File: src/team_01_pkg.sv
/*
 * Shared types and defaults for the keypad-to-LCD subsystem
 * Bus request, LCD transfer and key report structs, controller states,
 * keypad ASCII table and default timing values
 */
`default_nettype none

package team_01_pkg;

   // Single Wishbone request from the controller, 69 bits
   typedef struct packed {
      logic [31:0] adr;
      logic [31:0] dat;
      logic [3:0]  sel;
      logic        we;
   } wb_req_t;

   // One LCD transfer, rs then data byte
   typedef struct packed {
      logic       rs;
      logic [7:0] data;
   } lcd_cmd_t;

   // Keypad position
   typedef struct packed {
      logic [1:0] row;
      logic [1:0] col;
   } key_t;

   typedef enum logic [2:0] {
      IDLE,
      WR_REQ,
      WR_WAIT,
      RD_REQ,
      RD_WAIT,
      SHOW,
      SHOW_WAIT,
      CLEAR
   } ctl_state_e;

   // Indexed by row*4 + col
   localparam logic [7:0] KEY_ASCII [16] = '{
      "1", "2", "3", "A",
      "4", "5", "6", "B",
      "7", "8", "9", "C",
      "*", "0", "#", "D"
   };

   // HD44780 clear display, sent with rs low
   localparam logic [7:0] LCD_CLEAR_CMD = 8'h01;

   // Default values for the top level parameters
   localparam logic [31:0] LOG_BASE         = 32'h3000_0000;
   localparam int          SCAN_CYCLES      = 4;
   localparam int          DEBOUNCE_SCANS   = 2;
   localparam int          LCD_PULSE_CYCLES = 3;

endpackage

`default_nettype wire

File: src/wishbone_manager.sv
/*
 * Wishbone classic manager
 * Turns one-cycle read/write pulses into single bus cycles held until ACK,
 * captures read data and reports busy to the controller
 */
`default_nettype none
`timescale 1ns/1ps

module wishbone_manager (
   input  logic                 clk,
   input  logic                 rst_n_i,
   input  team_01_pkg::wb_req_t req_i,
   input  logic                 write_i,
   input  logic                 read_i,
   input  logic [31:0]          dat_i,
   input  logic                 ack_i,
   output logic [31:0]          adr_o,
   output logic [31:0]          dat_o,
   output logic [3:0]           sel_o,
   output logic                 we_o,
   output logic                 stb_o,
   output logic                 cyc_o,
   output logic [31:0]          rd_data_o,
   output logic                 busy_o
);

   typedef enum logic {
      WB_IDLE,
      WB_CYCLE
   } wb_state_e;

   wb_state_e state_q;
   logic      start;

   assign start = (state_q == WB_IDLE) && (write_i || read_i);

   // Busy rises with the request pulse itself
   assign busy_o = (state_q == WB_CYCLE) || write_i || read_i;

   // Control and strobes
   always_ff @(posedge clk or negedge rst_n_i) begin
      if (!rst_n_i) begin
         state_q <= WB_IDLE;
         stb_o   <= 1'b0;
         cyc_o   <= 1'b0;
         we_o    <= 1'b0;
         sel_o   <= 4'b0000;
      end else begin
         case (state_q)
            WB_IDLE: begin
               if (start) begin
                  state_q <= WB_CYCLE;
                  stb_o   <= 1'b1;
                  cyc_o   <= 1'b1;
                  we_o    <= req_i.we;
                  sel_o   <= req_i.sel;
               end
            end
            WB_CYCLE: begin
               // Wait states stretch the cycle
               if (ack_i) begin
                  state_q <= WB_IDLE;
                  stb_o   <= 1'b0;
                  cyc_o   <= 1'b0;
                  we_o    <= 1'b0;
                  sel_o   <= 4'b0000;
               end
            end
            default: state_q <= WB_IDLE;
         endcase
      end
   end

   // Address, write data and read data
   always_ff @(posedge clk) begin
      if (start) begin
         adr_o <= req_i.adr;
         dat_o <= req_i.dat;
      end
      if ((state_q == WB_CYCLE) && ack_i && !we_o) begin
         rd_data_o <= dat_i;
      end
   end

   // STB and CYC move together
   a_stb_cyc : assert property (@(posedge clk) disable iff (!rst_n_i)
      stb_o == cyc_o);

   // Everything held while the target stalls
   a_stall_hold : assert property (@(posedge clk) disable iff (!rst_n_i)
      (stb_o && !ack_i) |=> (stb_o && $stable({adr_o, dat_o, sel_o, we_o})));

endmodule

`default_nettype wire

File: src/keypad_scanner.sv
/*
 * 4x4 keypad scanner
 * Drives one column at a time, samples the rows at the end of each column,
 * debounces over full scans and reports each press once
 */
`default_nettype none
`timescale 1ns/1ps

module keypad_scanner #(
   parameter int SCAN_CYCLES    = team_01_pkg::SCAN_CYCLES,
   parameter int DEBOUNCE_SCANS = team_01_pkg::DEBOUNCE_SCANS
) (
   input  logic              clk,
   input  logic              rst_n_i,
   input  logic              en_i,
   input  logic [3:0]        rows_i,
   output logic [3:0]        cols_o,
   output logic              key_valid_o,
   output team_01_pkg::key_t key_o
);
   import team_01_pkg::*;

   localparam int CW = (SCAN_CYCLES > 1) ? $clog2(SCAN_CYCLES) : 1;
   localparam int MW = $clog2(DEBOUNCE_SCANS + 1);

   logic          active_q;
   logic [CW-1:0] dwell_q;
   logic [1:0]    col_q;
   logic          last_dwell;
   logic          scan_end;
   logic [1:0]    row_idx;
   logic          scan_hit_q;
   key_t          scan_key_q;
   key_t          last_key_q;
   logic          cur_hit;
   key_t          cur_key;
   logic [MW-1:0] match_q;
   logic [MW-1:0] match_d;
   logic          armed_q;

   // Columns low out of reset and while disabled
   assign cols_o = active_q ? (4'b0001 << col_q) : 4'b0000;

   assign last_dwell = active_q && (dwell_q == CW'(SCAN_CYCLES - 1));
   assign scan_end   = last_dwell && (col_q == 2'd3);

   // Lowest row wins
   always_comb begin
      row_idx = 2'd0;
      for (int r = 3; r >= 0; r--) begin
         if (rows_i[r]) begin
            row_idx = 2'(r);
         end
      end
   end

   // First hit of this scan, including the column now sampled
   assign cur_hit = scan_hit_q || (|rows_i);
   assign cur_key = scan_hit_q ? scan_key_q : '{row: row_idx, col: col_q};

   // Run length of the same key over full scans, saturating
   always_comb begin
      if (!cur_hit) begin
         match_d = '0;
      end else if ((match_q != '0) && (cur_key == last_key_q)) begin
         match_d = (match_q == MW'(DEBOUNCE_SCANS)) ? match_q : match_q + 1'b1;
      end else begin
         match_d = MW'(1);
      end
   end

   assign key_o = last_key_q;

   always_ff @(posedge clk or negedge rst_n_i) begin
      if (!rst_n_i) begin
         active_q    <= 1'b0;
         dwell_q     <= '0;
         col_q       <= 2'd0;
         scan_hit_q  <= 1'b0;
         match_q     <= '0;
         armed_q     <= 1'b1;
         key_valid_o <= 1'b0;
      end else begin
         active_q    <= en_i;
         key_valid_o <= 1'b0;
         if (active_q) begin
            dwell_q <= last_dwell ? '0 : dwell_q + 1'b1;
            if (last_dwell) begin
               col_q <= col_q + 2'd1;
            end
         end
         if (last_dwell && !scan_end) begin
            scan_hit_q <= cur_hit;
         end
         if (scan_end) begin
            scan_hit_q <= 1'b0;
            match_q    <= match_d;
            // An empty scan re-arms the next report
            if (!cur_hit) begin
               armed_q <= 1'b1;
            end else if (armed_q && (match_d == MW'(DEBOUNCE_SCANS))) begin
               armed_q     <= 1'b0;
               key_valid_o <= 1'b1;
            end
         end
      end
   end

   // Key payload
   always_ff @(posedge clk) begin
      if (last_dwell && !scan_end && !scan_hit_q) begin
         scan_key_q <= cur_key;
      end
      if (scan_end && cur_hit) begin
         last_key_q <= cur_key;
      end
   end

   a_cols_onehot : assert property (@(posedge clk) disable iff (!rst_n_i)
      $onehot0(cols_o));

endmodule

`default_nettype wire

File: src/lcd_driver.sv
/*
 * HD44780-style 8-bit LCD write driver
 * Latches rs and data on a strobe and times the enable pulse and the
 * recovery gap before the next transfer
 */
`default_nettype none
`timescale 1ns/1ps

module lcd_driver #(
   parameter int LCD_PULSE_CYCLES = team_01_pkg::LCD_PULSE_CYCLES
) (
   input  logic                  clk,
   input  logic                  rst_n_i,
   input  team_01_pkg::lcd_cmd_t cmd_i,
   input  logic                  strobe_i,
   output logic                  ready_o,
   output logic                  lcd_en_o,
   output logic                  lcd_rs_o,
   output logic [7:0]            lcd_data_o
);
   import team_01_pkg::*;

   localparam int PW = (LCD_PULSE_CYCLES > 1) ? $clog2(LCD_PULSE_CYCLES) : 1;

   typedef enum logic [1:0] {
      L_IDLE,
      L_SETUP,
      L_PULSE,
      L_RECOVER
   } lcd_state_e;

   lcd_state_e    state_q;
   logic [PW-1:0] cnt_q;
   logic          cnt_done;
   lcd_cmd_t      cmd_q;

   assign cnt_done = (cnt_q == PW'(LCD_PULSE_CYCLES - 1));

   assign ready_o    = (state_q == L_IDLE);
   assign lcd_en_o   = (state_q == L_PULSE);
   assign lcd_rs_o   = cmd_q.rs;
   assign lcd_data_o = cmd_q.data;

   always_ff @(posedge clk or negedge rst_n_i) begin
      if (!rst_n_i) begin
         state_q <= L_IDLE;
         cnt_q   <= '0;
         cmd_q   <= '0;
      end else begin
         case (state_q)
            L_IDLE: begin
               // Pins settle one cycle ahead of en
               if (strobe_i) begin
                  cmd_q   <= cmd_i;
                  state_q <= L_SETUP;
               end
            end
            L_SETUP: begin
               cnt_q   <= '0;
               state_q <= L_PULSE;
            end
            L_PULSE: begin
               if (cnt_done) begin
                  cnt_q   <= '0;
                  state_q <= L_RECOVER;
               end else begin
                  cnt_q <= cnt_q + 1'b1;
               end
            end
            L_RECOVER: begin
               // rs and data still held here
               if (cnt_done) begin
                  cnt_q   <= '0;
                  state_q <= L_IDLE;
               end else begin
                  cnt_q <= cnt_q + 1'b1;
               end
            end
            default: state_q <= L_IDLE;
         endcase
      end
   end

   a_strobe_ready : assert property (@(posedge clk) disable iff (!rst_n_i)
      strobe_i |-> ready_o);

endmodule

`default_nettype wire

File: src/team_01_cpu.sv
/*
 * Per-key sequencer
 * Logs each key to memory, reads it back and shows the returned byte,
 * or clears the display and the log index on the star key
 */
`default_nettype none
`timescale 1ns/1ps

module team_01_cpu #(
   parameter logic [31:0] LOG_BASE = team_01_pkg::LOG_BASE
) (
   input  logic                  clk,
   input  logic                  rst_n_i,
   input  logic                  en_i,
   input  logic                  key_valid_i,
   input  team_01_pkg::key_t     key_i,
   input  logic                  busy_i,
   input  logic [31:0]           rd_data_i,
   input  logic                  lcd_ready_i,
   output team_01_pkg::wb_req_t  req_o,
   output logic                  write_o,
   output logic                  read_o,
   output team_01_pkg::lcd_cmd_t lcd_cmd_o,
   output logic                  lcd_strobe_o
);
   import team_01_pkg::*;

   ctl_state_e  state_q;
   ctl_state_e  state_d;
   logic [29:0] idx_q;
   wb_req_t     req_q;
   logic [7:0]  key_code;
   logic        is_clear;
   logic        key_take;
   logic        wr_done;

   assign key_code = KEY_ASCII[{key_i.row, key_i.col}];
   assign is_clear = (key_code == "*");

   // Keys outside IDLE are dropped
   assign key_take = (state_q == IDLE) && key_valid_i && en_i && !busy_i;
   assign wr_done  = (state_q == WR_WAIT) && !busy_i;

   // Request pulses come from state only, busy is only watched while waiting
   assign write_o      = (state_q == WR_REQ);
   assign read_o       = (state_q == RD_REQ);
   assign lcd_strobe_o = ((state_q == SHOW) || (state_q == CLEAR)) && lcd_ready_i;
   assign req_o        = req_q;

   always_comb begin
      if (state_q == CLEAR) begin
         lcd_cmd_o = '{rs: 1'b0, data: LCD_CLEAR_CMD};
      end else begin
         // Read-back byte, not the key code
         lcd_cmd_o = '{rs: 1'b1, data: rd_data_i[7:0]};
      end
   end

   always_comb begin
      state_d = state_q;
      case (state_q)
         IDLE:      if (key_take) state_d = is_clear ? CLEAR : WR_REQ;
         WR_REQ:    state_d = WR_WAIT;
         WR_WAIT:   if (!busy_i) state_d = RD_REQ;
         RD_REQ:    state_d = RD_WAIT;
         RD_WAIT:   if (!busy_i) state_d = SHOW;
         SHOW:      if (lcd_ready_i) state_d = SHOW_WAIT;
         CLEAR:     if (lcd_ready_i) state_d = SHOW_WAIT;
         // Back to IDLE once the LCD has recovered
         SHOW_WAIT: if (lcd_ready_i) state_d = IDLE;
         default:   state_d = IDLE;
      endcase
   end

   always_ff @(posedge clk or negedge rst_n_i) begin
      if (!rst_n_i) begin
         state_q <= IDLE;
         idx_q   <= '0;
      end else begin
         state_q <= state_d;
         if (wr_done) begin
            idx_q <= idx_q + 30'd1;
         end else if ((state_q == CLEAR) && lcd_ready_i) begin
            idx_q <= '0;
         end
      end
   end

   // Word address from the index, byte lane 0 only
   always_ff @(posedge clk) begin
      if (key_take) begin
         req_q.adr <= LOG_BASE + {idx_q, 2'b00};
         req_q.dat <= {24'h0, key_code};
         req_q.sel <= 4'b0001;
         req_q.we  <= 1'b1;
      end else if (wr_done) begin
         // Same address, now a read
         req_q.we <= 1'b0;
      end
   end

   // LCD strobes never overlap a bus cycle
   a_no_show_on_bus : assert property (@(posedge clk) disable iff (!rst_n_i)
      lcd_strobe_o |-> !busy_i);

endmodule

`default_nettype wire

File: src/team_01.sv
/*
 * Team wrapper for the user project area
 * Connects keypad scanner, sequencer, LCD driver and Wishbone manager
 * to the GPIO pins, the logic analyzer and the Wishbone bus
 */
`default_nettype none
`timescale 1ns/1ps

module team_01 #(
   parameter int          SCAN_CYCLES      = team_01_pkg::SCAN_CYCLES,
   parameter int          DEBOUNCE_SCANS   = team_01_pkg::DEBOUNCE_SCANS,
   parameter int          LCD_PULSE_CYCLES = team_01_pkg::LCD_PULSE_CYCLES,
   parameter logic [31:0] LOG_BASE         = team_01_pkg::LOG_BASE
) (
   input  logic         clk,
   input  logic         rst_n_i,
   // Chip enable, low stops scanning and new sequences
   input  logic         en_i,
   input  logic [127:0] la_data_in_i,
   output logic [127:0] la_data_out_o,
   input  logic [127:0] la_oenb_i,
   input  logic [33:0]  gpio_in_i,
   output logic [33:0]  gpio_out_o,
   // Active low output enables
   output logic [33:0]  gpio_oeb_o,
   input  logic [31:0]  dat_i,
   input  logic         ack_i,
   output logic [31:0]  adr_o,
   output logic [31:0]  dat_o,
   output logic [3:0]   sel_o,
   output logic         we_o,
   output logic         stb_o,
   output logic         cyc_o
);
   import team_01_pkg::*;

   wb_req_t     wb_req;
   logic        wb_write;
   logic        wb_read;
   logic        wb_busy;
   logic [31:0] wb_rd_data;
   logic        key_valid;
   key_t        key;
   lcd_cmd_t    lcd_cmd;
   logic        lcd_strobe;
   logic        lcd_ready;
   logic        lcd_en;
   logic        lcd_rs;
   logic [7:0]  lcd_data;
   logic [3:0]  cols;

   // LA not used by this design
   assign la_data_out_o = 128'b0;

   // 33:20 spare, 19:16 cols, 15:12 rows, 11:4 data, 3 rw, 2 rs, 1 en, 0 spare
   assign gpio_out_o = {14'b0, cols, 4'b0000, lcd_data, 1'b0, lcd_rs, lcd_en, 1'b0};
   assign gpio_oeb_o = {{14{1'b1}}, 4'b0000, 4'b1111, 8'b0, 4'b0000};

   wishbone_manager i_wishbone_manager (
      .clk       (clk),
      .rst_n_i   (rst_n_i),
      .req_i     (wb_req),
      .write_i   (wb_write),
      .read_i    (wb_read),
      .dat_i     (dat_i),
      .ack_i     (ack_i),
      .adr_o     (adr_o),
      .dat_o     (dat_o),
      .sel_o     (sel_o),
      .we_o      (we_o),
      .stb_o     (stb_o),
      .cyc_o     (cyc_o),
      .rd_data_o (wb_rd_data),
      .busy_o    (wb_busy)
   );

   keypad_scanner #(
      .SCAN_CYCLES    (SCAN_CYCLES),
      .DEBOUNCE_SCANS (DEBOUNCE_SCANS)
   ) i_keypad_scanner (
      .clk         (clk),
      .rst_n_i     (rst_n_i),
      .en_i        (en_i),
      .rows_i      (gpio_in_i[15:12]),
      .cols_o      (cols),
      .key_valid_o (key_valid),
      .key_o       (key)
   );

   lcd_driver #(
      .LCD_PULSE_CYCLES (LCD_PULSE_CYCLES)
   ) i_lcd_driver (
      .clk        (clk),
      .rst_n_i    (rst_n_i),
      .cmd_i      (lcd_cmd),
      .strobe_i   (lcd_strobe),
      .ready_o    (lcd_ready),
      .lcd_en_o   (lcd_en),
      .lcd_rs_o   (lcd_rs),
      .lcd_data_o (lcd_data)
   );

   team_01_cpu #(
      .LOG_BASE (LOG_BASE)
   ) i_team_01_cpu (
      .clk          (clk),
      .rst_n_i      (rst_n_i),
      .en_i         (en_i),
      .key_valid_i  (key_valid),
      .key_i        (key),
      .busy_i       (wb_busy),
      .rd_data_i    (wb_rd_data),
      .lcd_ready_i  (lcd_ready),
      .req_o        (wb_req),
      .write_o      (wb_write),
      .read_o       (wb_read),
      .lcd_cmd_o    (lcd_cmd),
      .lcd_strobe_o (lcd_strobe)
   );

endmodule

`default_nettype wire

File: config.mk
export PLATFORM = sky130hd
export DESIGN_NAME = team_01
export DESIGN_NICKNAME = d
export VERILOG_FILES = /design/src/team_01_pkg.sv /design/src/wishbone_manager.sv /design/src/keypad_scanner.sv /design/src/lcd_driver.sv /design/src/team_01_cpu.sv /design/src/team_01.sv
export SDC_FILE = /design/constraint.sdc
export NUM_CORES = 1
export LEC_CHECK = 0
export ABC_AREA = 1
export BUFFER_PORTS_ARGS = -buffer_cell sky130_fd_sc_hd__clkbuf_2
export CAP_MARGIN = 25
export CORE_AREA = 2 2 233 235
export DETAILED_ROUTE_END_ITERATION = 16
export DIE_AREA = 0 0 235 237
export GPL_TIMING_DRIVEN = 0
export SYNTH_ARGS = -nofsm -noshare
export SYNTH_HDL_FRONTEND = slang
export SYNTH_SLANG_ARGS = --single-unit
File: constraint.sdc
create_clock -name clk -period 4.55 [get_ports clk]
set_input_delay 0.2275 -clock clk [delete_from_list [all_inputs] [get_ports clk]]
set_output_delay 0.2275 -clock clk [all_outputs]
set_load 0.01 [all_outputs]
==> Word-level counts from Yosys, hierarchy flattened <==
Memories as Yosys holds them, arrays and structs flattened.
Cells that the tools add are included.
{ "totals": {"wordCells": 152, "input_bits": 326, "register_bits": 160, "memories": 1, "romBits": 128, "output_inout_bits": 267} }
{ "classes": {"n_addsub": 6, "reduce_logical": 40, "eq_ne": 28, "n_mux": 46, "n_shift": 1, "n_lt_le_gt_ge": 1, "bitwise": 2} }
{ "memory_table": {"columns": ["name", "depth", "word_bits", "rd", "rd_clocked_by_memory_dff", "wr", "line_no", "rtl"], "rows": [
  ["(name not given)", 16, 8, 1, 0, 0, "team_01_cpu.sv:37", "assign key_code = KEY_ASCII[{key_i.row, key_i.col}];"]
]} }
{ "ops": {"columns": ["operator", "n"], "rows": [
  ["30-bit two-way mux", 2],
  ["30-bit by 32-bit adder with 32-bit output, first input constant", 1],
  ["30-bit by 1-bit adder with 30-bit output, second input constant", 1],
  ["2-bit two-way mux", 12],
  ["3-bit one-hot mux with 7 select lines", 1],
  ["3-bit two-way mux", 6],
  ["1-bit logical AND", 16],
  ["4-bit two-way mux", 4],
  ["8-bit two-way mux", 2],
  ["2-bit == test, second input constant", 7],
  ["3-bit == test, second input constant", 4],
  ["1-bit two-way mux", 12],
  ["2-bit != test, second input constant", 6],
  ["2-bit by 1-bit != test with 1-bit output, second input constant", 5],
  ["9-bit two-way mux", 1],
  ["2-bit by 1-bit adder with 2-bit output, second input constant", 4],
  ["8-bit by 6-bit == test with 1-bit output, second input constant", 1],
  ["2-bit one-hot mux with 4 select lines", 1],
  ["4-bit one-hot mux with 2 select lines", 1],
  ["2-bit AND reduction", 4],
  ["2-bit nonzero test", 4],
  ["3-bit by 2-bit == test with 1-bit output, second input constant", 2],
  ["1-bit one-hot mux with 2 select lines", 3],
  ["5-bit greater-or-equal comparator, second input constant", 1],
  ["other kinds (15)", 23]
]} }

==> Depth between registers and ports, before layout <==
Gate-level depths: netlist (run 1).
{ "depth": {"ltp_word": 14, "depth_mapped": 12, "ltp_nobuf": 12} }

==> By module <==
A second synthesis (run 1) with hierarchy kept.
{ "unflattened": {"cells_unflattened": 968, "area_unflattened_um2": 10148.5} }
{ "by_module_without_submodules": {"columns": ["mod", "area_per_inst_um2", "seq_area_each_um2", "cells_per_inst", "n_inst"], "rows": [
  ["team_01_cpu", 3918.8, 1956.9, 465, 1],
  ["wishbone_manager", 3196.8, 3057.9, 131, 1],
  ["team_01", 1388.8, 0.0, 186, 1],
  ["keypad_scanner", 1011.0, 491.7, 113, 1],
  ["lcd_driver", 633.1, 325.3, 73, 1]
]} }

==> Least setup slack after synthesis (run 1) <==
OpenSTA, ideal clock, no wires.
{ "synth_timing": {"path_kind": "register -> register", "start": "register (tool-made name)", "end": "register i_team_01_cpu.req_q, in the netlist i_team_01_cpu.req_o[10] (enable)", "path_stages_with_launch": 5, "required_time_ps": 4023, "n_path_buf": 0, "setup_time_ps": 527, "synth_period_minus_slack_ps": 4852, "t_arrival_ps": 4325, "slack_ps": -302, "cell_sequence": "dfrtp_1 -> inv_2 -> a21oi_2 -> inv_1 -> nor4_1"} }
{ "synth_rtl": {"columns": ["element", "line_no", "rtl"], "rows": [
  ["end, declared", "team_01_cpu.sv:31", "wb_req_t req_q;"]
]} }

==> flow_metrics.tcl, run 1 <==
set metrics [dict create \
    first_pass_iters 5 \
    antenna_found_initial 2 \
    seqPwrFrac 0.421 \
    area_delta_synth_final_pct 34.5 \
    period_needed_ns 2.08 \
    clkSinkCount 150 \
    place_hpwl_um 13900 \
    clkTransAtPathRegs_ns 0.07 \
    die_y_um 237 \
    drt-wirelength-per-cell_um 9.54 \
    max-slew-margin-rel 0.407 \
    start_kind "flop" \
    final_common_cell "buf_4" \
    synth_edf_count 90 \
    yosys_warnings 0 \
    layout_setup_ws_ns 2.47 \
    vias 5626 \
    rsz0062_at_grt "no" \
    grt_pass1_wl_um 27400 \
    synth_area_mm2 0.00802 \
    multi_input_area_mm2 0.00267 \
    grt_max_degree 60 \
    grt_usage 0.0621 \
    final_hold_viol_count 0 \
    coreArea_mm2 0.0533 \
    clockBufferDepth 2 \
    postRouteAntennaNets 0 \
    hold_ws_ns 0.0491 \
    p_int_mw 2.94 \
    powerDensity_mw_per_mm2 416 \
    min_path_type "input port to flop" \
    fin_setup_tns_ns 0 \
    drc 0 \
    finalCritPeriodShare 0.458 \
    pre_cts_slack_ns 2.45 \
    leakagePower_nw 5.18 \
    synth-async-reset-ratio 0.393 \
    cts_setup_buffers 0 \
    synthCells 823 \
    ff2ff_path_depth 5 \
    nets 1478 \
    outcome "completed" \
    crit_arrival_ns 2.20 \
    insertion_delay_ns 0.42 \
    cts-resized-gates 0 \
    ios 593 \
    min_delay_path_depth 1 \
    start_util 0.151 \
    place_area_mm2 0.0101 \
    critPathCaptureType "flop" \
    cts_tree "done" \
    maxCapViolations 0 \
    peakVddDrop_v 0.000249 \
    setup_viol 0 \
    h-tree-depth 4 \
    p_sw_mw 1.55 \
    mostFrequentLayoutCells "buf_4, conb_1, nand2_1, edfxtp_1, inv_1" \
    drive_gt1_frac 0.305 \
    p_total_mw 4.49 \
    drtIter0Drc 263 \
    dieWidth_um 235 \
    grt_pass1_vias 5402 \
    worst_slew_pin_slew_ns 0.890 \
    io_buffer_count 70 \
    critPathKind "flop to flop" \
    overflow 0 \
    pwr-share-clk 0.309 \
    rows 85 \
    dieArea_mm2 0.0557 \
    gp_congestion 0.858 \
    root_buffer "clkbuf_16" \
    synth_top_flop_cell "edfxtp_1" \
    drv_slew 0 \
    cts_buffers 17 \
    ys_seq_area_frac 0.524 \
    ys_types 42 \
    synth-seq-cells 150 \
    fillCellCount 5806 \
    syn_area_per_cell_um2 9.75 \
    seqCellArea_mm2 0.00420 \
    cp_data_required_time_ns 4.67 \
    combPwrFrac 0.270 \
    wl_um 17600 \
    routed_via_density 3.05 \
    path_max_fanout 17 \
    postLayoutCellArea_mm2 0.0108 \
    switching_share 0.345 \
    finClkSkew_ns 0.0113 \
    fmax_mhz 480 \
]
[sequential cells by signal (all words and copies together), names as in the netlist, 2 cells and up, named ones only]
signal                        count
i_team_01_cpu.state_q             2
i_wishbone_manager.adr_o         30
i_keypad_scanner.key_o            4
i_lcd_driver.lcd_data_o           8
i_lcd_driver.cnt_q                2
i_lcd_driver.state_q              2
i_keypad_scanner.match_q          2
i_wishbone_manager.rd_data_o      8
i_keypad_scanner.dwell_q          2
i_keypad_scanner.col_q            2
i_wishbone_manager.dat_o          7
i_team_01_cpu.req_o              38
i_team_01_cpu.idx_q              30
i_keypad_scanner.scan_key_q       4
[per-stage QoR]
stage,instances,utilization
floorplan,1033,-
global placement,1799,0.188
detailed placement,1804,0.190
CTS,1845,0.202
global route,1846,0.202
finish,1846,0.202
[cell families after synthesis]
group / synth area share
AOI/OAI and AO/OA: 0.0543
adders and majority gates: 0.0250
DFF: 0.524
and+or+nand+nor: 0.144
xor gates and xnor gates: 0.00764
buffers and inverters: 0.245
other: 0.000936
[final cells by class]
cell class              count  share of cell area
flip-flops and latches    150               0.389
multi-input cells         581               0.247
plain buffers             222               0.154
well taps                 696              0.0807
repair buffers             84              0.0463
clock buffers              17              0.0394
inverters                  80              0.0281
clock inverters            15              0.0150
diodes                      1            0.000232
[path summary, 6_finish.rpt]
| check | start | end | slack [ns] |
|---|---|---|---|
| worst max-delay path | flop | i_team_01_cpu.req_o[48] | 2.47 |
| max in group asynchronous | rst_n_i | i_lcd_driver.lcd_data_o[7] | 3.46 |
| worst min-delay path | dat_i[0] | i_wishbone_manager.rd_data_o[0] | 0.05 |
| min in group asynchronous | rst_n_i | i_team_01_cpu.idx_q[23] | 0.47 |
| worst min register to register | i_team_01_cpu.req_o[61] | i_wishbone_manager.adr_o[24] | 0.41 |
| worst max register to register | flop | i_team_01_cpu.req_o[48] | 2.47 |
[what timing repair did]
item,in CTS,in global routing
hold buffers,9,0
endpoints found under the setup margin,0,0
endpoints found under the hold margin,66,0
[critical path, stage by stage, from the launching register on]
cell	delay (ns)
dfrtp_1	0.54
inv_2	0.12
a21oi_2	0.19
inv_1	0.10
nor4_4	0.53
buf_6	0.29
[synthesized netlist by cell type, drive strengths merged (2+ instances only)]
master  count  area share
buf       220        0.21
nand2     151       0.072
edfxtp     90        0.34
inv        80       0.038
dfrtp      58        0.18
nor2       58       0.030
o21ai      45       0.028
nand3      42       0.027
ha         16       0.025
a21oi      12      0.0080
nor3        9      0.0062
a22o        7      0.0076
nand4       6      0.0047
xor2        6      0.0066
o22ai       4      0.0031
clkbuf      2     0.00094
conb        2     0.00094
o211ai      2      0.0019
or2         2      0.0016
[metal layers]
metal | up-vias | GRT usage | part of all wire | routed length [um]
li1 | 2870 | - | - | -
met1 | 2494 | 0.0750 | 0.43 | 7620
met2 | 248 | 0.107 | 0.48 | 8430
met3 | 14 | 0.0155 | 0.076 | 1340
met4 | 0 | 0.0222 | 0.013 | 223
met5 | - | 0 | 0 | 0
[power groups by stage]
| stage | Combinational (mW) | Clock, mW | Sequential (mW) |
|---|---|---|---|
| after CTS | 1.23 | 1.44 | 1.90 |
| after detailed placement | 1.22 | 0 | 1.93 |
| after floorplan | 0.778 | 0 | 1.94 |
| after global placement | 1.16 | 0 | 1.93 |
| after global routing | 1.37 | 1.50 | 1.92 |
| final | 1.21 | 1.39 | 1.89 |
(Power assumes the default switching activity.)
==> run 2: changes to the inputs <==
==> constraint.sdc (replaced) <==
create_clock -name clk -period 1.8 [get_ports clk]
set_input_delay 0.09 -clock clk [delete_from_list [all_inputs] [get_ports clk]]
set_output_delay 0.09 -clock clk [all_outputs]
set_load 0.01 [all_outputs]
==> run 2 against run 1 <==
Largest cell class unchanged. Total power rose to 2.6 times the previous value. Cell count grew 0.70%. Cell area grew 1.9%. Combinational power rose to 2.7 times the previous value. First-iteration DRC count increased by 4.9%. Clock skew grew 0.013 ns. Core utilization grew 0.38 points. Sequential power rose to 2.5 times the previous value. Highest routed layer unchanged. Sequential share of layout area decreased by 0.69 points. Critical path type unchanged.
==> flow_metrics.tcl, run 2 (synthesis gave the netlist of run 1 again) <==
set metrics [dict create \
    outcome "completed" \
    die_y_um 237 \
    period_needed_ns 1.72 \
    p_total_mw 11.7 \
    start_kind "flop" \
    fmax_mhz 582 \
    cpPeakStageDelay_ns 0.41 \
    drtIter0Drc 276 \
    ios 593 \
    vias 5692 \
    drc 0 \
    insertion_delay_ns 0.43 \
    root_buffer "clkbuf_16" \
    timing.critical_path.mode_cell "nor2_4" \
    coreArea_mm2 0.0533 \
    routed_via_density 3.06 \
    dieWidth_um 235 \
    cp_data_required_time_ns 2.12 \
    first_pass_iters 5 \
    grt_max_degree 60 \
    gp_congestion 0.850 \
    critPathBufInv 1 \
    rows 85 \
    final_hold_viol_count 0 \
    multi_input_area_mm2 0.00271 \
    seqCellArea_mm2 0.00420 \
    critPathKind "flop to flop" \
    critPathCaptureType "flop" \
    largest_register_ffs 38 \
    start_util 0.151 \
    path_delay_family "simple AND/OR/NAND/NOR gates" \
    dieArea_mm2 0.0557 \
    clockBufferDepth 2 \
    clkTransAtPathRegs_ns 0.08 \
    drive_gt1_frac 0.324 \
    min_path_type "input port to flop" \
    nets 1491 \
    cts_buffers 17 \
    postRouteAntennaNets 0 \
    finish.utilization 0.206 \
    area_delta_synth_final_pct 37.0 \
    powerDensity_mw_per_mm2 1060 \
    fillCellCount 5847 \
    leakagePower_nw 5.27 \
    max-slew-margin-rel 0.422 \
    worst_slew_pin_slew_ns 0.867 \
    io_buffer_count 70 \
    mostFrequentLayoutCells "buf_4, conb_1, nand2_1, edfxtp_1, clkbuf_2" \
    maxCapViolations 0 \
    cts_tree "done" \
    peakVddDrop_v 0.000721 \
    rsz0062_at_grt "yes" \
    wl_um 17800 \
    grt_pass1_wl_um 27100 \
    cp_slowest_cell "dfrtp_1" \
    overflow 0 \
    finalCritPeriodShare 0.954 \
    path_max_fanout 5 \
    h-tree-depth 4 \
    grt_pass1_vias 5228 \
    grt_usage 0.0613 \
    critical_path.cell_chain "ha_2 -> nand2_1 -> nor2_4 -> nand4_1 -> nor2_4 -> nand2_2 -> o21ai_1 -> inv_1" \
    r2r_slack_ns 0.08 \
    clkSinkCount 150 \
    antenna_found_initial 1 \
    final_common_cell "buf_4" \
    finClkSkew_ns 0.0240 \
    place_hpwl_um 14000 \
    drv_slew 0 \
    drt-wirelength-per-cell_um 9.60 \
    crit_arrival_ns 2.04 \
    setup_viol 0 \
]
run 2: changes by cell type in the layout (fill, tap and decap cells not counted), moves of 3 or more:
cell	change
inv_1	-5
nor2_4	+3
buf_4	+12
buf_6	-3
nand2_1	-3
inv_2	+5
run 2: metal layers:
layer,share of wire,track usage,up-vias
met3,0.080,0.0156,13
met5,0,0,-
li1,-,-,2911
met2,0.47,0.105,248
met1,0.44,0.0764,2520
met4,0.0089,0.0169,0
run 2: power by group:
part	total, mW	switching (mW)	internal (mW)
logic	3.23	1.92	1.31
registers	4.78	0.423	4.35
clock network	3.68	1.78	1.90
total	11.7	4.11	7.57
run 2: worst paths after layout:
kind / depth (start not counted) / from / endpoint
worst max-delay path: 8 / i_team_01_cpu.idx_q[1] / i_team_01_cpu.idx_q[22]
worst min-delay path: 5 / gpio_in_i[14] / i_keypad_scanner.scan_hit_q
worst max register to register: 8 / i_team_01_cpu.idx_q[1] / i_team_01_cpu.idx_q[22]
worst min register to register: 0 / i_team_01_cpu.req_o[8] / i_wishbone_manager.dat_o[3]
max in group asynchronous: 2 / rst_n_i / asynchronous set/reset pin
min in group asynchronous: 2 / rst_n_i / i_team_01_cpu.idx_q[23]
run 2: worst min-delay path, delay by kind of cell:
kind / cells / cell delay [ns]
and+or+nand+nor: 2 / 0.21
buffers and inverters: 3 / 0.17
run 2: timing repair:
action                                  in CTS  in global routing
pin swaps                                    2                  6
cloned                                       0                  0
endpoints found under the hold margin       68                  0
gates resized for setup                      3                 12
hold buffers                                11                  0
setup buffers                                4                  8
endpoints found under the setup margin      65                 81
run 2: stage by stage:
stage / setup TNS, ns / hold WS [ns] / cells / area [um^2] / worst slack, ns
global placement: -74.25 / 0.242 / 1799 / 10100 / -1.27
detailed placement: -16.50 / 0.253 / 1803 / 10100 / -0.435
global route: -0.0224 / 0.109 / 1859 / 11000 / -0.00940
floorplan: -25.31 / -0.206 / 1033 / 8840 / -0.596
finish: 0 / 0.0743 / 1859 / 11000 / 0.0831
CTS: 0 / 0.0605 / 1850 / 10900 / 0.0121
run 2: area by class of cell:
class,instances,area share
Multi-Input combinational cell,581,0.247
Inverter,80,0.0276
Tap cell,696,0.0792
Antenna cell,1,0.000228
Buffer,222,0.151
Sequential cell,150,0.382
Timing Repair Buffer,97,0.0562
Clock inverter,15,0.0176
Clock buffer,17,0.0387
==> run 3: changes to the inputs <==
--- a/config.mk
+++ b/config.mk
@@ -8,9 +8,10 @@
 export ABC_AREA = 1
 export BUFFER_PORTS_ARGS = -buffer_cell sky130_fd_sc_hd__clkbuf_2
 export CAP_MARGIN = 25
-export CORE_AREA = 2 2 233 235
+export CORE_AREA = 2 2 230 232
+export CTS_BUF_LIST = sky130_fd_sc_hd__clkbuf_2 sky130_fd_sc_hd__clkbuf_4 sky130_fd_sc_hd__clkbuf_8
 export DETAILED_ROUTE_END_ITERATION = 16
-export DIE_AREA = 0 0 235 237
+export DIE_AREA = 0 0 232 234
 export GPL_TIMING_DRIVEN = 0
 export SYNTH_ARGS = -nofsm -noshare
 export SYNTH_HDL_FRONTEND = slang
==> run 3 against run 2 <==
Sequential share of layout area rose by 0.37 points. Wire length up 2.8%. Non-clock buffer count rose by 12. Setup slack better by 0.012 ns. Core utilization is 0.30 points higher. First-iteration DRC count up 8.0%. Hold slack got worse by 0.022 ns. Sequential cell count unchanged. Sequential power hardly changed. Via count up 1.4%. Fmax is 0.70% higher.
==> flow_metrics.tcl, run 3 (synthesis gave the netlist of run 1 again) <==
set metrics [dict create \
    seqCellArea_mm2 0.00420 \
    switching_share 0.357 \
    finClkSkew_ns 0.0245 \
    wl_um 18300 \
    place_hpwl_um 13900 \
    period_needed_ns 1.70 \
    vias 5769 \
    first_pass_iters 5 \
    final_common_cell "buf_4" \
    drive_gt1_frac 0.331 \
    grt_use_met1 0.0825 \
    powerDensity_mw_per_mm2 1010 \
    cts_tree "done" \
    grt_pass1_vias 5269 \
    dieWidth_um 232 \
    start_util 0.154 \
    dieArea_mm2 0.0543 \
    fmax_mhz 587 \
    maxCapViolations 0 \
    critPathKind "flop to flop" \
    cts_buffers 17 \
    drt-wirelength-per-cell_um 9.85 \
    antenna_cells 0 \
    layout_setup_ws_ns 0.0951 \
    final_hold_viol_count 0 \
    setup_viol 0 \
    clkTransAtPathRegs_ns 0.10 \
    outcome "completed" \
    multi_input_area_mm2 0.00272 \
    path_max_fanout 17 \
    drtIter0Drc 298 \
    coreArea_mm2 0.0520 \
    overflow 0 \
    use_met3 0.0141 \
    seqPwrFrac 0.437 \
    grt_pass1_wl_um 27300 \
    dp.cells 1795 \
    top_usage_layer "met2" \
    pwr-share-clk 0.261 \
    grt_usage 0.0643 \
    routed_via_density 3.10 \
    gr-usage-met2 0.108 \
    finalCritPeriodShare 0.947 \
    postRouteAntennaNets 0 \
    area_delta_synth_final_pct 35.7 \
    clockBufferDepth 2 \
    antenna_found_initial 0 \
    pre_cts_slack_ns -0.368 \
    p_sw_mw 3.91 \
    start_kind "flop" \
    drc 0 \
    fillCellCount 5738 \
    h-tree-depth 4 \
    min_path_type "input port to flop" \
    grt_max_degree 60 \
    nets 1503 \
    clkSinkCount 150 \
    largest_register_ffs 38 \
    worst_slew_pin_slew_ns 0.891 \
    max-slew-margin-rel 0.406 \
    mostFrequentLayoutCells "buf_4, conb_1, nand2_1, edfxtp_1, clkbuf_2" \
    insertion_delay_ns 0.45 \
    root_buffer "clkbuf_8" \
    p_int_mw 7.03 \
    drv_slew 0 \
    combPwrFrac 0.302 \
    io_buffer_count 70 \
    peakVddDrop_v 0.000375 \
    cp_data_required_time_ns 1.96 \
    gp_congestion 0.853 \
    crit_arrival_ns 1.86 \
    ios 593 \
    critPathCaptureType "flop" \
    finalNonFillerCells 1862 \
    die_y_um 234 \
    rows 84 \
    leakagePower_nw 5.25 \
]
[run 3: cell types whose count changed in the layout (fill, tap and decap cells not counted), moves of 2 or more]
cell and delta:
clkinv_4 -2, clkbuf_8 +17, bufinv_16 +2, inv_6 +4, clkinv_8 -5, clkbuf_16 -17, buf_4 +11
[run 3: final timing paths]
path / end / start / cells past startpoint / slack [ns]
setup / recovery: i_team_01_cpu.req_o[65] / flop / 6 / 0.1
hold / removal: i_keypad_scanner.scan_hit_q / gpio_in_i[12] / 5 / 0.05
setup reg to reg: i_team_01_cpu.req_o[65] / flop / 6 / 0.1
hold reg to reg: i_wishbone_manager.adr_o[4] / i_team_01_cpu.req_o[41] / 0 / 0.43
max in group asynchronous: i_team_01_cpu.state_q[1] / rst_n_i / 2 / 0.85
min in group asynchronous: i_team_01_cpu.idx_q[1] / rst_n_i / 2 / 0.33
[run 3: layer usage]
metal	vias up	part of all wire
li1	2925	-
met1	2568	0.45
met2	260	0.47
met3	16	0.073
met4	0	0.0095
met5	-	0
[run 3: timing repair]
item                       in CTS  in global routing
pin swaps                       2                  7
setup buffers                   6                 18
hold buffers                   11                  0
resized for setup               4                 15
hold endpoints to repair       68                  0
setup endpoints to repair      68                 23
[run 3: through the flow]
stage | util | instance area [um^2] | TNS [ns] | hold slack (ns) | power [mW]
after global placement | 0.193 | 10000 | -73.21 | 0.240 | 7.82
final | 0.209 | 10900 | 0 | 0.0527 | 10.9
after floorplan | - | 8840 | -25.31 | -0.206 | 6.90
after CTS | 0.206 | 10700 | 0 | 0.0231 | 11.0
after global routing | 0.209 | 10900 | -0.0164 | 0.0814 | 11.6
after detailed placement | 0.195 | 10100 | -16.20 | 0.248 | 8.00
[run 3: worst max-delay path, cell delays in order, from the launching register on]
cell,delay [ns]
dfrtp_2,0.42
inv_2,0.07
a21oi_2,0.19
inv_2,0.08
nor4_4,0.23
buf_4,0.21
buf_6,0.20
[run 3: power by group through the flow]
stage	logic, mW	registers (mW)	clock network [mW]
floorplan	1.99	4.91	0
global placement	2.97	4.85	0
detailed placement	3.14	4.86	0
CTS	3.21	4.78	2.96
global route	3.70	4.86	3.09
finish	3.30	4.78	2.86
[run 3: area by class of cell]
type	instances	share of cell area
flip-flops and latches	150	0.386
multi-input cells	581	0.250
plain buffers	222	0.153
well taps	688	0.0791
repair buffers	109	0.0654
inverters	80	0.0278
clock buffers	18	0.0222
clock inverters	14	0.0164
